==> src/logic/msr_pkg.sv <==
//////////////////////////////
// Shared widths, bank map, PSR layout and constants of the MSR subsystem.
// The bank code is address bits 13:9 and the offset is bits 8:0.
// Address bits above 13 are ignored by the decoder.
// ID values are fixed constants, not straps.
//////////////////////////////
package msr_pkg;

   // Data and address widths
   localparam int msr_dw      = 32;
   localparam int psr_dw      = 10;
   localparam int pc_w        = 30;
   localparam int bank_off_aw = 9;
   localparam int bank_aw     = 5;
   localparam int tlb_aw      = 4;
   localparam int tlb_depth   = 1 << tlb_aw;

   typedef logic [msr_dw-1:0] msr_word_t;
   typedef logic [tlb_aw-1:0] tlb_idx_t;

   // Status word, MSB first
   typedef struct packed {
      logic [1:0] res_hi;
      logic       dmme;
      logic       imme;
      logic       ire;
      logic       rm;
      logic [2:0] res_lo;
      logic       cc;
   } psr_t;

   // Index of each field in the per-field write enable vector
   localparam int psr_f_cc   = 0;
   localparam int psr_f_rm   = 1;
   localparam int psr_f_ire  = 2;
   localparam int psr_f_imme = 3;
   localparam int psr_f_dmme = 4;
   localparam int psr_nfld   = 5;

   // Bank codes
   localparam logic [bank_aw-1:0] bank_ps  = 5'd0;
   localparam logic [bank_aw-1:0] bank_imm = 5'd2;
   localparam logic [bank_aw-1:0] bank_dmm = 5'd3;

   // PS bank, one offset bit per register
   localparam int off_psr    = 0;
   localparam int off_cpuid  = 1;
   localparam int off_epsr   = 2;
   localparam int off_epc    = 3;
   localparam int off_elsa   = 4;
   localparam int off_coreid = 5;

   // MMU banks
   localparam int off_tlbsel   = 8;
   localparam int off_tlbh_sel = 7;

   // Read-only identification words
   localparam msr_word_t cpuid_val  = 32'h0001_3201;
   localparam msr_word_t coreid_val = 32'h0000_0000;
   localparam msr_word_t immid_val  = 32'h0001_0010;
   localparam msr_word_t dmmid_val  = 32'h0001_0010;

   // Supervisor mode, everything else off
   localparam psr_t psr_reset_val = 10'h010;

endpackage
==> src/logic/msr_subsystem_top.sv <==
//////////////////////////////
// MSR subsystem top level.
// commit is a single-cycle strobe; no stalls.
// Writes show on dout and psr one cycle later.
//////////////////////////////
`timescale 1ns/1ps

module msr_subsystem_top
   import msr_pkg::*;
(
   input  logic            clk,
   input  logic            arst_n,
   input  logic            rmsr,
   input  logic            wmsr,
   input  msr_word_t       operand_1,
   input  msr_word_t       operand_2,
   input  msr_word_t       operand_3,
   input  logic            commit,
   input  logic            cc_we,
   input  logic            cc_nxt,
   input  logic            ret,
   input  logic            syscall,
   input  logic            ext_exp,
   input  logic            mmu_exp,
   input  logic            let_lsa_pc,
   input  logic [pc_w-1:0] insn_pc,
   input  msr_word_t       linkaddr,
   output logic            dout_valid,
   output msr_word_t       dout,
   output psr_t            psr,
   output logic            exp_ent
);

   psr_t                psr_nxt;
   logic [psr_nfld-1:0] psr_field_we;
   psr_t                epsr;
   psr_t                epsr_nxt;
   logic                epsr_we;
   msr_word_t           epc;
   msr_word_t           epc_nxt;
   logic                epc_we;
   msr_word_t           elsa;
   msr_word_t           elsa_nxt;
   logic                elsa_we;
   tlb_idx_t            tlb_idx;
   msr_word_t           tlb_wdata;
   logic                imm_tlbl_we;
   logic                imm_tlbh_we;
   logic                dmm_tlbl_we;
   logic                dmm_tlbh_we;
   msr_word_t           imm_tlbl;
   msr_word_t           imm_tlbh;
   msr_word_t           dmm_tlbl;
   msr_word_t           dmm_tlbh;

   msr_exec_unit exec_unit (
      .rmsr         (rmsr),
      .wmsr         (wmsr),
      .operand_1    (operand_1),
      .operand_2    (operand_2),
      .operand_3    (operand_3),
      .commit       (commit),
      .cc_we        (cc_we),
      .cc_nxt       (cc_nxt),
      .ret          (ret),
      .syscall      (syscall),
      .ext_exp      (ext_exp),
      .mmu_exp      (mmu_exp),
      .let_lsa_pc   (let_lsa_pc),
      .insn_pc      (insn_pc),
      .linkaddr     (linkaddr),
      .psr          (psr),
      .epsr         (epsr),
      .epc          (epc),
      .elsa         (elsa),
      .imm_tlbl     (imm_tlbl),
      .imm_tlbh     (imm_tlbh),
      .dmm_tlbl     (dmm_tlbl),
      .dmm_tlbh     (dmm_tlbh),
      .dout_valid   (dout_valid),
      .dout         (dout),
      .psr_nxt      (psr_nxt),
      .psr_field_we (psr_field_we),
      .epsr_nxt     (epsr_nxt),
      .epsr_we      (epsr_we),
      .epc_nxt      (epc_nxt),
      .epc_we       (epc_we),
      .elsa_nxt     (elsa_nxt),
      .elsa_we      (elsa_we),
      .exp_ent      (exp_ent),
      .tlb_idx      (tlb_idx),
      .imm_tlbl_we  (imm_tlbl_we),
      .imm_tlbh_we  (imm_tlbh_we),
      .dmm_tlbl_we  (dmm_tlbl_we),
      .dmm_tlbh_we  (dmm_tlbh_we),
      .tlb_wdata    (tlb_wdata)
   );

   msr_psr_file psr_file (
      .clk          (clk),
      .arst_n       (arst_n),
      .psr_nxt      (psr_nxt),
      .psr_field_we (psr_field_we),
      .epsr_nxt     (epsr_nxt),
      .epsr_we      (epsr_we),
      .epc_nxt      (epc_nxt),
      .epc_we       (epc_we),
      .elsa_nxt     (elsa_nxt),
      .elsa_we      (elsa_we),
      .exp_ent      (exp_ent),
      .psr          (psr),
      .epsr         (epsr),
      .epc          (epc),
      .elsa         (elsa)
   );

   // Instruction MMU
   msr_tlb_bank imm_bank (
      .clk     (clk),
      .arst_n  (arst_n),
      .idx     (tlb_idx),
      .tlbl_we (imm_tlbl_we),
      .tlbh_we (imm_tlbh_we),
      .wdata   (tlb_wdata),
      .tlbl    (imm_tlbl),
      .tlbh    (imm_tlbh)
   );

   // Data MMU
   msr_tlb_bank dmm_bank (
      .clk     (clk),
      .arst_n  (arst_n),
      .idx     (tlb_idx),
      .tlbl_we (dmm_tlbl_we),
      .tlbh_we (dmm_tlbh_we),
      .wdata   (tlb_wdata),
      .tlbl    (dmm_tlbl),
      .tlbh    (dmm_tlbh)
   );

endmodule

==> src/logic/msr_tlb_bank.sv <==
//////////////////////////////
// TLB low and high words of one MMU.
// Reads are asynchronous at idx.
// Only the MSR path is modelled, no lookup.
//////////////////////////////
`timescale 1ns/1ps

module msr_tlb_bank
   import msr_pkg::*;
(
   input  logic      clk,
   input  logic      arst_n,
   input  tlb_idx_t  idx,
   input  logic      tlbl_we,
   input  logic      tlbh_we,
   input  msr_word_t wdata,
   output msr_word_t tlbl,
   output msr_word_t tlbh
);

   msr_word_t tlbl_mem [tlb_depth];
   msr_word_t tlbh_mem [tlb_depth];

   always_ff @(posedge clk or negedge arst_n) begin
      if (!arst_n) begin
         for (int i = 0; i < tlb_depth; i++) begin
            tlbl_mem[i] <= '0;
            tlbh_mem[i] <= '0;
         end
      end else begin
         if (tlbl_we) begin
            tlbl_mem[idx] <= wdata;
         end
         if (tlbh_we) begin
            tlbh_mem[idx] <= wdata;
         end
      end
   end

   assign tlbl = tlbl_mem[idx];
   assign tlbh = tlbh_mem[idx];

endmodule

==> src/logic/msr_psr_file.sv <==
//////////////////////////////
// PSR, EPSR, EPC and ELSA registers.
// exp_ent must already be gated by commit.
// Exception entry wins over any PSR or EPSR write.
// Reserved PSR bits follow the rm enable.
//////////////////////////////
`timescale 1ns/1ps

module msr_psr_file
   import msr_pkg::*;
(
   input  logic                clk,
   input  logic                arst_n,
   input  psr_t                psr_nxt,
   input  logic [psr_nfld-1:0] psr_field_we,
   input  psr_t                epsr_nxt,
   input  logic                epsr_we,
   input  msr_word_t           epc_nxt,
   input  logic                epc_we,
   input  msr_word_t           elsa_nxt,
   input  logic                elsa_we,
   input  logic                exp_ent,
   output psr_t                psr,
   output psr_t                epsr,
   output msr_word_t           epc,
   output msr_word_t           elsa
);

   // PSR
   always_ff @(posedge clk or negedge arst_n) begin
      if (!arst_n) begin
         psr <= psr_reset_val;
      end else if (exp_ent) begin
         // Enter supervisor with interrupts and both MMUs off
         psr.rm   <= 1'b1;
         psr.ire  <= 1'b0;
         psr.imme <= 1'b0;
         psr.dmme <= 1'b0;
      end else begin
         if (psr_field_we[psr_f_cc]) begin
            psr.cc <= psr_nxt.cc;
         end
         if (psr_field_we[psr_f_rm]) begin
            psr.rm     <= psr_nxt.rm;
            psr.res_lo <= psr_nxt.res_lo;
            psr.res_hi <= psr_nxt.res_hi;
         end
         if (psr_field_we[psr_f_ire]) begin
            psr.ire <= psr_nxt.ire;
         end
         if (psr_field_we[psr_f_imme]) begin
            psr.imme <= psr_nxt.imme;
         end
         if (psr_field_we[psr_f_dmme]) begin
            psr.dmme <= psr_nxt.dmme;
         end
      end
   end

   // EPSR keeps the PSR as it was before the entry
   always_ff @(posedge clk or negedge arst_n) begin
      if (!arst_n) begin
         epsr <= '0;
      end else if (exp_ent) begin
         epsr <= psr;
      end else if (epsr_we) begin
         epsr <= epsr_nxt;
      end
   end

   always_ff @(posedge clk or negedge arst_n) begin
      if (!arst_n) begin
         epc  <= '0;
         elsa <= '0;
      end else begin
         if (epc_we) begin
            epc <= epc_nxt;
         end
         if (elsa_we) begin
            elsa <= elsa_nxt;
         end
      end
   end

endmodule

==> src/logic/msr_exec_unit.sv <==
//////////////////////////////
// MSR execute unit. Reads are purely combinational.
// All enables are gated by commit; callers keep the
// PSR and ELSA sources one-hot within a commit.
// Cache, debug, IRQ and timer banks read as zero.
//////////////////////////////
`timescale 1ns/1ps

module msr_exec_unit
   import msr_pkg::*;
(
   input  logic                rmsr,
   input  logic                wmsr,
   input  msr_word_t           operand_1,
   input  msr_word_t           operand_2,
   input  msr_word_t           operand_3,
   input  logic                commit,
   input  logic                cc_we,
   input  logic                cc_nxt,
   input  logic                ret,
   input  logic                syscall,
   input  logic                ext_exp,
   input  logic                mmu_exp,
   input  logic                let_lsa_pc,
   input  logic [pc_w-1:0]     insn_pc,
   input  msr_word_t           linkaddr,
   input  psr_t                psr,
   input  psr_t                epsr,
   input  msr_word_t           epc,
   input  msr_word_t           elsa,
   input  msr_word_t           imm_tlbl,
   input  msr_word_t           imm_tlbh,
   input  msr_word_t           dmm_tlbl,
   input  msr_word_t           dmm_tlbh,
   output logic                dout_valid,
   output msr_word_t           dout,
   output psr_t                psr_nxt,
   output logic [psr_nfld-1:0] psr_field_we,
   output psr_t                epsr_nxt,
   output logic                epsr_we,
   output msr_word_t           epc_nxt,
   output logic                epc_we,
   output msr_word_t           elsa_nxt,
   output logic                elsa_we,
   output logic                exp_ent,
   output tlb_idx_t            tlb_idx,
   output logic                imm_tlbl_we,
   output logic                imm_tlbh_we,
   output logic                dmm_tlbl_we,
   output logic                dmm_tlbh_we,
   output msr_word_t           tlb_wdata
);

   msr_word_t               msr_addr;
   logic [bank_aw-1:0]      bank;
   logic [bank_off_aw-1:0]  off;
   logic                    sel_ps;
   logic                    sel_imm;
   logic                    sel_dmm;
   logic                    tlbl_sel;
   logic                    tlbh_sel;
   msr_word_t               dout_ps;
   msr_word_t               dout_imm;
   msr_word_t               dout_dmm;
   logic                    wmsr_psr_we;
   logic                    wmsr_epsr_we;
   logic                    wmsr_epc_we;
   logic                    wmsr_elsa_we;
   psr_t                    wmsr_psr;
   msr_word_t               pc_byte;

   assign msr_addr = operand_1 + operand_2;
   assign bank     = msr_addr[bank_aw+bank_off_aw-1:bank_off_aw];
   assign off      = msr_addr[bank_off_aw-1:0];

   assign sel_ps   = (bank == bank_ps);
   assign sel_imm  = (bank == bank_imm);
   assign sel_dmm  = (bank == bank_dmm);

   // Both MMU banks share one offset layout
   assign tlbl_sel = off[off_tlbsel] & ~off[off_tlbh_sel];
   assign tlbh_sel = off[off_tlbsel] & off[off_tlbh_sel];
   assign tlb_idx  = off[tlb_aw-1:0];

   assign dout_valid = rmsr;

   // Several offset bits set at once give the OR of the registers
   assign dout_ps =
      ({msr_dw{off[off_psr]}}    & {{(msr_dw-psr_dw){1'b0}}, psr}) |
      ({msr_dw{off[off_cpuid]}}  & cpuid_val) |
      ({msr_dw{off[off_epsr]}}   & {{(msr_dw-psr_dw){1'b0}}, epsr}) |
      ({msr_dw{off[off_epc]}}    & epc) |
      ({msr_dw{off[off_elsa]}}   & elsa) |
      ({msr_dw{off[off_coreid]}} & coreid_val);

   assign dout_imm =
      ({msr_dw{~off[off_tlbsel]}} & immid_val) |
      ({msr_dw{tlbl_sel}}         & imm_tlbl) |
      ({msr_dw{tlbh_sel}}         & imm_tlbh);

   assign dout_dmm =
      ({msr_dw{~off[off_tlbsel]}} & dmmid_val) |
      ({msr_dw{tlbl_sel}}         & dmm_tlbl) |
      ({msr_dw{tlbh_sel}}         & dmm_tlbh);

   assign dout = ({msr_dw{sel_ps}}  & dout_ps) |
                 ({msr_dw{sel_imm}} & dout_imm) |
                 ({msr_dw{sel_dmm}} & dout_dmm);

   // Register selects of a wmsr
   assign wmsr_psr_we  = wmsr & sel_ps & off[off_psr];
   assign wmsr_epsr_we = wmsr & sel_ps & off[off_epsr];
   assign wmsr_epc_we  = wmsr & sel_ps & off[off_epc];
   assign wmsr_elsa_we = wmsr & sel_ps & off[off_elsa];

   assign wmsr_psr = operand_3[psr_dw-1:0];
   assign pc_byte  = {insn_pc, 2'b00};

   assign exp_ent = commit & (syscall | ext_exp | mmu_exp);

   // PSR source is wmsr data or EPSR (ret); the ALU flag overrides cc
   always_comb begin
      psr_nxt = wmsr_psr_we ? wmsr_psr : epsr;
      if (cc_we) begin
         psr_nxt.cc = cc_nxt;
      end
   end

   assign psr_field_we[psr_f_cc]   = commit & (ret | cc_we | wmsr_psr_we);
   assign psr_field_we[psr_f_rm]   = commit & (ret | wmsr_psr_we);
   assign psr_field_we[psr_f_ire]  = commit & (ret | wmsr_psr_we);
   assign psr_field_we[psr_f_imme] = commit & (ret | wmsr_psr_we);
   assign psr_field_we[psr_f_dmme] = commit & (ret | wmsr_psr_we);

   // Exception save of the old PSR is done inside the status file
   assign epsr_nxt = wmsr_psr;
   assign epsr_we  = commit & wmsr_epsr_we;

   // Syscall returns to the next insn, ext_exp to the faulting one
   assign epc_nxt = wmsr_epc_we ? operand_3 :
                    ext_exp     ? pc_byte   : linkaddr;
   assign epc_we  = commit & (ext_exp | syscall | wmsr_epc_we);

   assign elsa_nxt = let_lsa_pc ? pc_byte : operand_3;
   assign elsa_we  = commit & (let_lsa_pc | wmsr_elsa_we);

   assign tlb_wdata   = operand_3;
   assign imm_tlbl_we = commit & wmsr & sel_imm & tlbl_sel;
   assign imm_tlbh_we = commit & wmsr & sel_imm & tlbh_sel;
   assign dmm_tlbl_we = commit & wmsr & sel_dmm & tlbl_sel;
   assign dmm_tlbh_we = commit & wmsr & sel_dmm & tlbh_sel;

endmodule

==> config.mk <==
export PLATFORM = sky130hd
export DESIGN_NAME = msr_subsystem_top
export DESIGN_NICKNAME = d
export VERILOG_FILES = /design/src/logic/msr_pkg.sv /design/src/logic/msr_subsystem_top.sv /design/src/logic/msr_tlb_bank.sv /design/src/logic/msr_psr_file.sv /design/src/logic/msr_exec_unit.sv
export SDC_FILE = /design/constraint.sdc
export NUM_CORES = 2
export LEC_CHECK = 0
export BUFFER_PORTS_ARGS = -buffer_cell sky130_fd_sc_hd__buf_2
export CORE_MARGIN = 4
export CORE_UTILIZATION = 60
export DETAILED_ROUTE_END_ITERATION = 16
export PLACE_DENSITY_LB_ADDON = 0.15
export SYNTH_ARGS = -nofsm -noshare
export SYNTH_HDL_FRONTEND = slang
export SYNTH_HIERARCHICAL = 1
export SYNTH_SLANG_ARGS = --single-unit
==> constraint.sdc <==
create_clock -name clk -period 9.88 [get_ports clk]
set_input_delay 0.988 -clock clk [delete_from_list [all_inputs] [get_ports clk]]
set_output_delay 0.988 -clock clk [all_outputs]
set_load 0.01 [all_outputs]
==> impl_metrics.json <==
{
  "outcome": "complete, no violations",
  "hold_class": "in -> async",
  "path_clk_slew_ps": 60,
  "avgSynthCellArea_sq_um": 15.53,
  "chipWidth_um": 414.0,
  "ys_warn_count": 6,
  "p_leak_nw": 52.61,
  "rsz0062_at_grt": "false",
  "grt_overflow_total": 0,
  "final_cells": 8581,
  "drt-total-wl_um": 259100,
  "internal_power_mw": 14.34,
  "slew_headroom": 0.1110,
  "pwr-share-seq": 0.473,
  "areaGrowthSynthToFinish_pct": 9.408,
  "setup_viol": 0,
  "worst_pin_slew_ps": 1333,
  "num_vias": 56754,
  "p_sw_frac": 0.2469,
  "synth_top_area_frac": 0.5393,
  "period_needed_ps": 6725,
  "synth-seq-cells": 2132,
  "switchingPower_mw": 4.702,
  "port_buffers": 175,
  "fmax_mhz": 148.7,
  "post-route-util": 0.6624,
  "ys_seq_area_frac": 0.5395,
  "grt_pass1_vias": 59766,
  "firstDrtPassIters": 7,
  "layout_common_cells": "2,131 x dfrtp_1, 1,981 x mux2_2, 514 x mux4_2, 277 x a22oi_1, 220 x clkbuf_16",
  "endpoint_kind": "output pin",
  "layout_commonest_cell": "dfrtp_1",
  "post-dp-hpwl_um": 152500,
  "clk_latency_ps": 820,
  "post-route-period-util": 0.6807,
  "clock-sinks": 2132,
  "grt_first_pass_wirelength_um": 389900,
  "critPathRequiredTime_ps": 8890,
  "synthDistinctLibCells": 62,
  "clock_path_buffers": 3,
  "cts_hold_buffers": 0,
  "clock-root-buffer": "clkbuf_16",
  "hold_viol_final": 0,
  "start_util": 0.6055,
  "drt-initial-drc-count": 5039,
  "syn-num-nets": 6551,
  "n_fill_cell": 11414,
  "ir_drop_uv": 193.0,
  "gp_congestion": 0.7849,
  "dieArea_sq_mm": 0.1714,
  "grtUsageTotal": 0.3069,
  "max_cap_violations": 0,
  "synth-edff-count": 0,
  "io_pins": 214,
  "drive_gt1_frac": 0.5166,
  "drtAntennaViolNets": 0,
  "std_cell_rows": 148,
  "powerDensity_mw_per_mm2": 176.0,
  "cts_tree": "built",
  "nNetsFinal": 6411,
  "die_y_um": 414.0,
  "cts_resized": 0,
  "fin_skew_ps": 4.494,
  "drv_slew": 0,
  "synth_cells": 6367,
  "r2r_slack_ps": 8830,
  "arrival_ps": 5740,
  "synth_area_sq_mm": 0.09889,
  "synth_top_area_cell": "dfrtp_1",
  "viasPerCell": 6.614,
  "post_drt_wl_per_cell_um": 30.20,
  "synth_area_leaders": "dfrtp_1 54%, mux2_2 23%, mux4_2 12%",
  "crit_fanout": 44,
  "startpoint_type": "input port",
  "synth_flop_cell": "dfrtp_1",
  "critPathKind": "in -> out",
  "hold_ws_ps": 170.5,
  "grt_antenna_before_repair": 5,
  "p_clk_frac": 0.431,
  "tns_ps": 0,
  "pwr-share-comb": 0.096,
  "synthArstFlopShare": 1.000,
  "post_cts_buffers": 0,
  "numCtsBuffers": 215,
  "remaining_drc_errors": 0,
  "dp_cells": 8185,
  "h-tree-depth": 4,
  "core_sq_mm": 0.1633,
  "grt_start_max_net_pins": 193
}
sequential cells by signal (all words and copies together), names as in the netlist:
name	flops
dmm_bank/tlbl_mem	512
imm_bank/tlbh_mem	512
dmm_bank/tlbh_mem	512
psr_file/psr	10
imm_bank/tlbl_mem	512
psr_file/epsr	10
psr_file/elsa	32
psr_file/epc	32
critical path, stage by stage:
cell,delay (ps)
buf_2,120
ha_1,290
a21o_1,170
a21oi_1,230
xnor2_2,190
buf_4,730
nor2b_4,280
buf_4,430
buf_4,700
a22oi_1,200
nand2_1,100
mux2i_1,130
o221ai_1,780
buf_2,270
cell families (layout without fill, tap and decap cells):
| family | count (synthesis) | in the layout | share of synthesized area |
|---|---|---|---|
| compound gates | 418 | 418 | 0.03128 |
| xor+xnor | 8 | 8 | 0.0007086 |
| fa+ha+maj | 14 | 14 | 0.001847 |
| buf+inv | 670 | 708 | 0.03401 |
| flops | 2132 | 2132 | 0.5395 |
| mux | 2776 | 2776 | 0.3760 |
| other cells | 0 | 1 | 0 |
| simple gates | 349 | 349 | 0.01663 |
cell type report:
cell class	instances	area, sq um	share of cell area
clock buffers	336	6511	0.06018
clock inverters	59	665.6	0.006152
flip-flops and latches	2132	53350	0.4931
multi-input cells	3565	42730	0.3949
repair buffers	311	2202	0.02035
inverters	2	7.507	0.00006939
diodes	1	2.502	0.00002313
well taps	2175	2721	0.02515
power groups by stage:
stage	logic (mW)	clock network, mW	registers (mW)
floorplan	1.10	0	9.13
global route	1.93	8.71	9.02
global placement	1.81	0	9.15
CTS	1.84	8.35	9.01
finish	1.83	8.21	9.01
detailed placement	1.83	0	9.16
per-stage QoR:
step	area (sq um)	power [mW]	setup WS, ps
finish	108200	19.04	3155
floorplan	98890	10.23	5051
global placement	101000	10.96	3168
detailed placement	101000	10.99	3075
CTS	108200	19.19	3246
global route	108200	19.67	3261
final timing paths:
check,startpoint,to,cells past startpoint
setup / recovery,operand_1[1],dout[8],14
setup reg to reg,psr_file/epsr[2],psr_file/psr[2],2
max in group asynchronous,arst_n,imm_bank/tlbl_mem[343],3
min in group clk,dmm_bank/tlbl_mem[313],dmm_bank/tlbl_mem[313],1
hold / removal,arst_n,imm_bank/tlbl_mem[108],1
hold reg to reg,dmm_bank/tlbl_mem[313],dmm_bank/tlbl_mem[313],1
layer usage:
layer,part of all wire,up-vias,track usage
li1,-,23426,-
met1,0.43,31200,0.4435
met2,0.47,1710,0.4818
met3,0.058,416,0.04863
met4,0.038,2,0.1062
met5,0.000069,-,0
synth_stat cells (5+ instances only):
master	number
mux2_4	70
nor2_1	49
a222oi_1	7
nand2_1	167
mux4_2	514
mux2_1	108
o221ai_1	30
buf_4	99
o211a_1	6
a21oi_1	42
or2_1	20
ha_1	13
xnor2_1	5
mux2i_1	103
nor3_1	33
nand3_1	10
buf_6	9
clkbuf_1	292
buf_12	7
o21ai_0	19
nor3b_1	5
nand3b_1	9
a21o_1	13
buf_1	25
dfrtp_1	2131
nor2b_1	18
nand2b_1	5
a221oi_1	6
a22oi_1	277
nor2_2	12
mux2_2	1981
buf_2	236
Power figures use the tool's default switching activity.
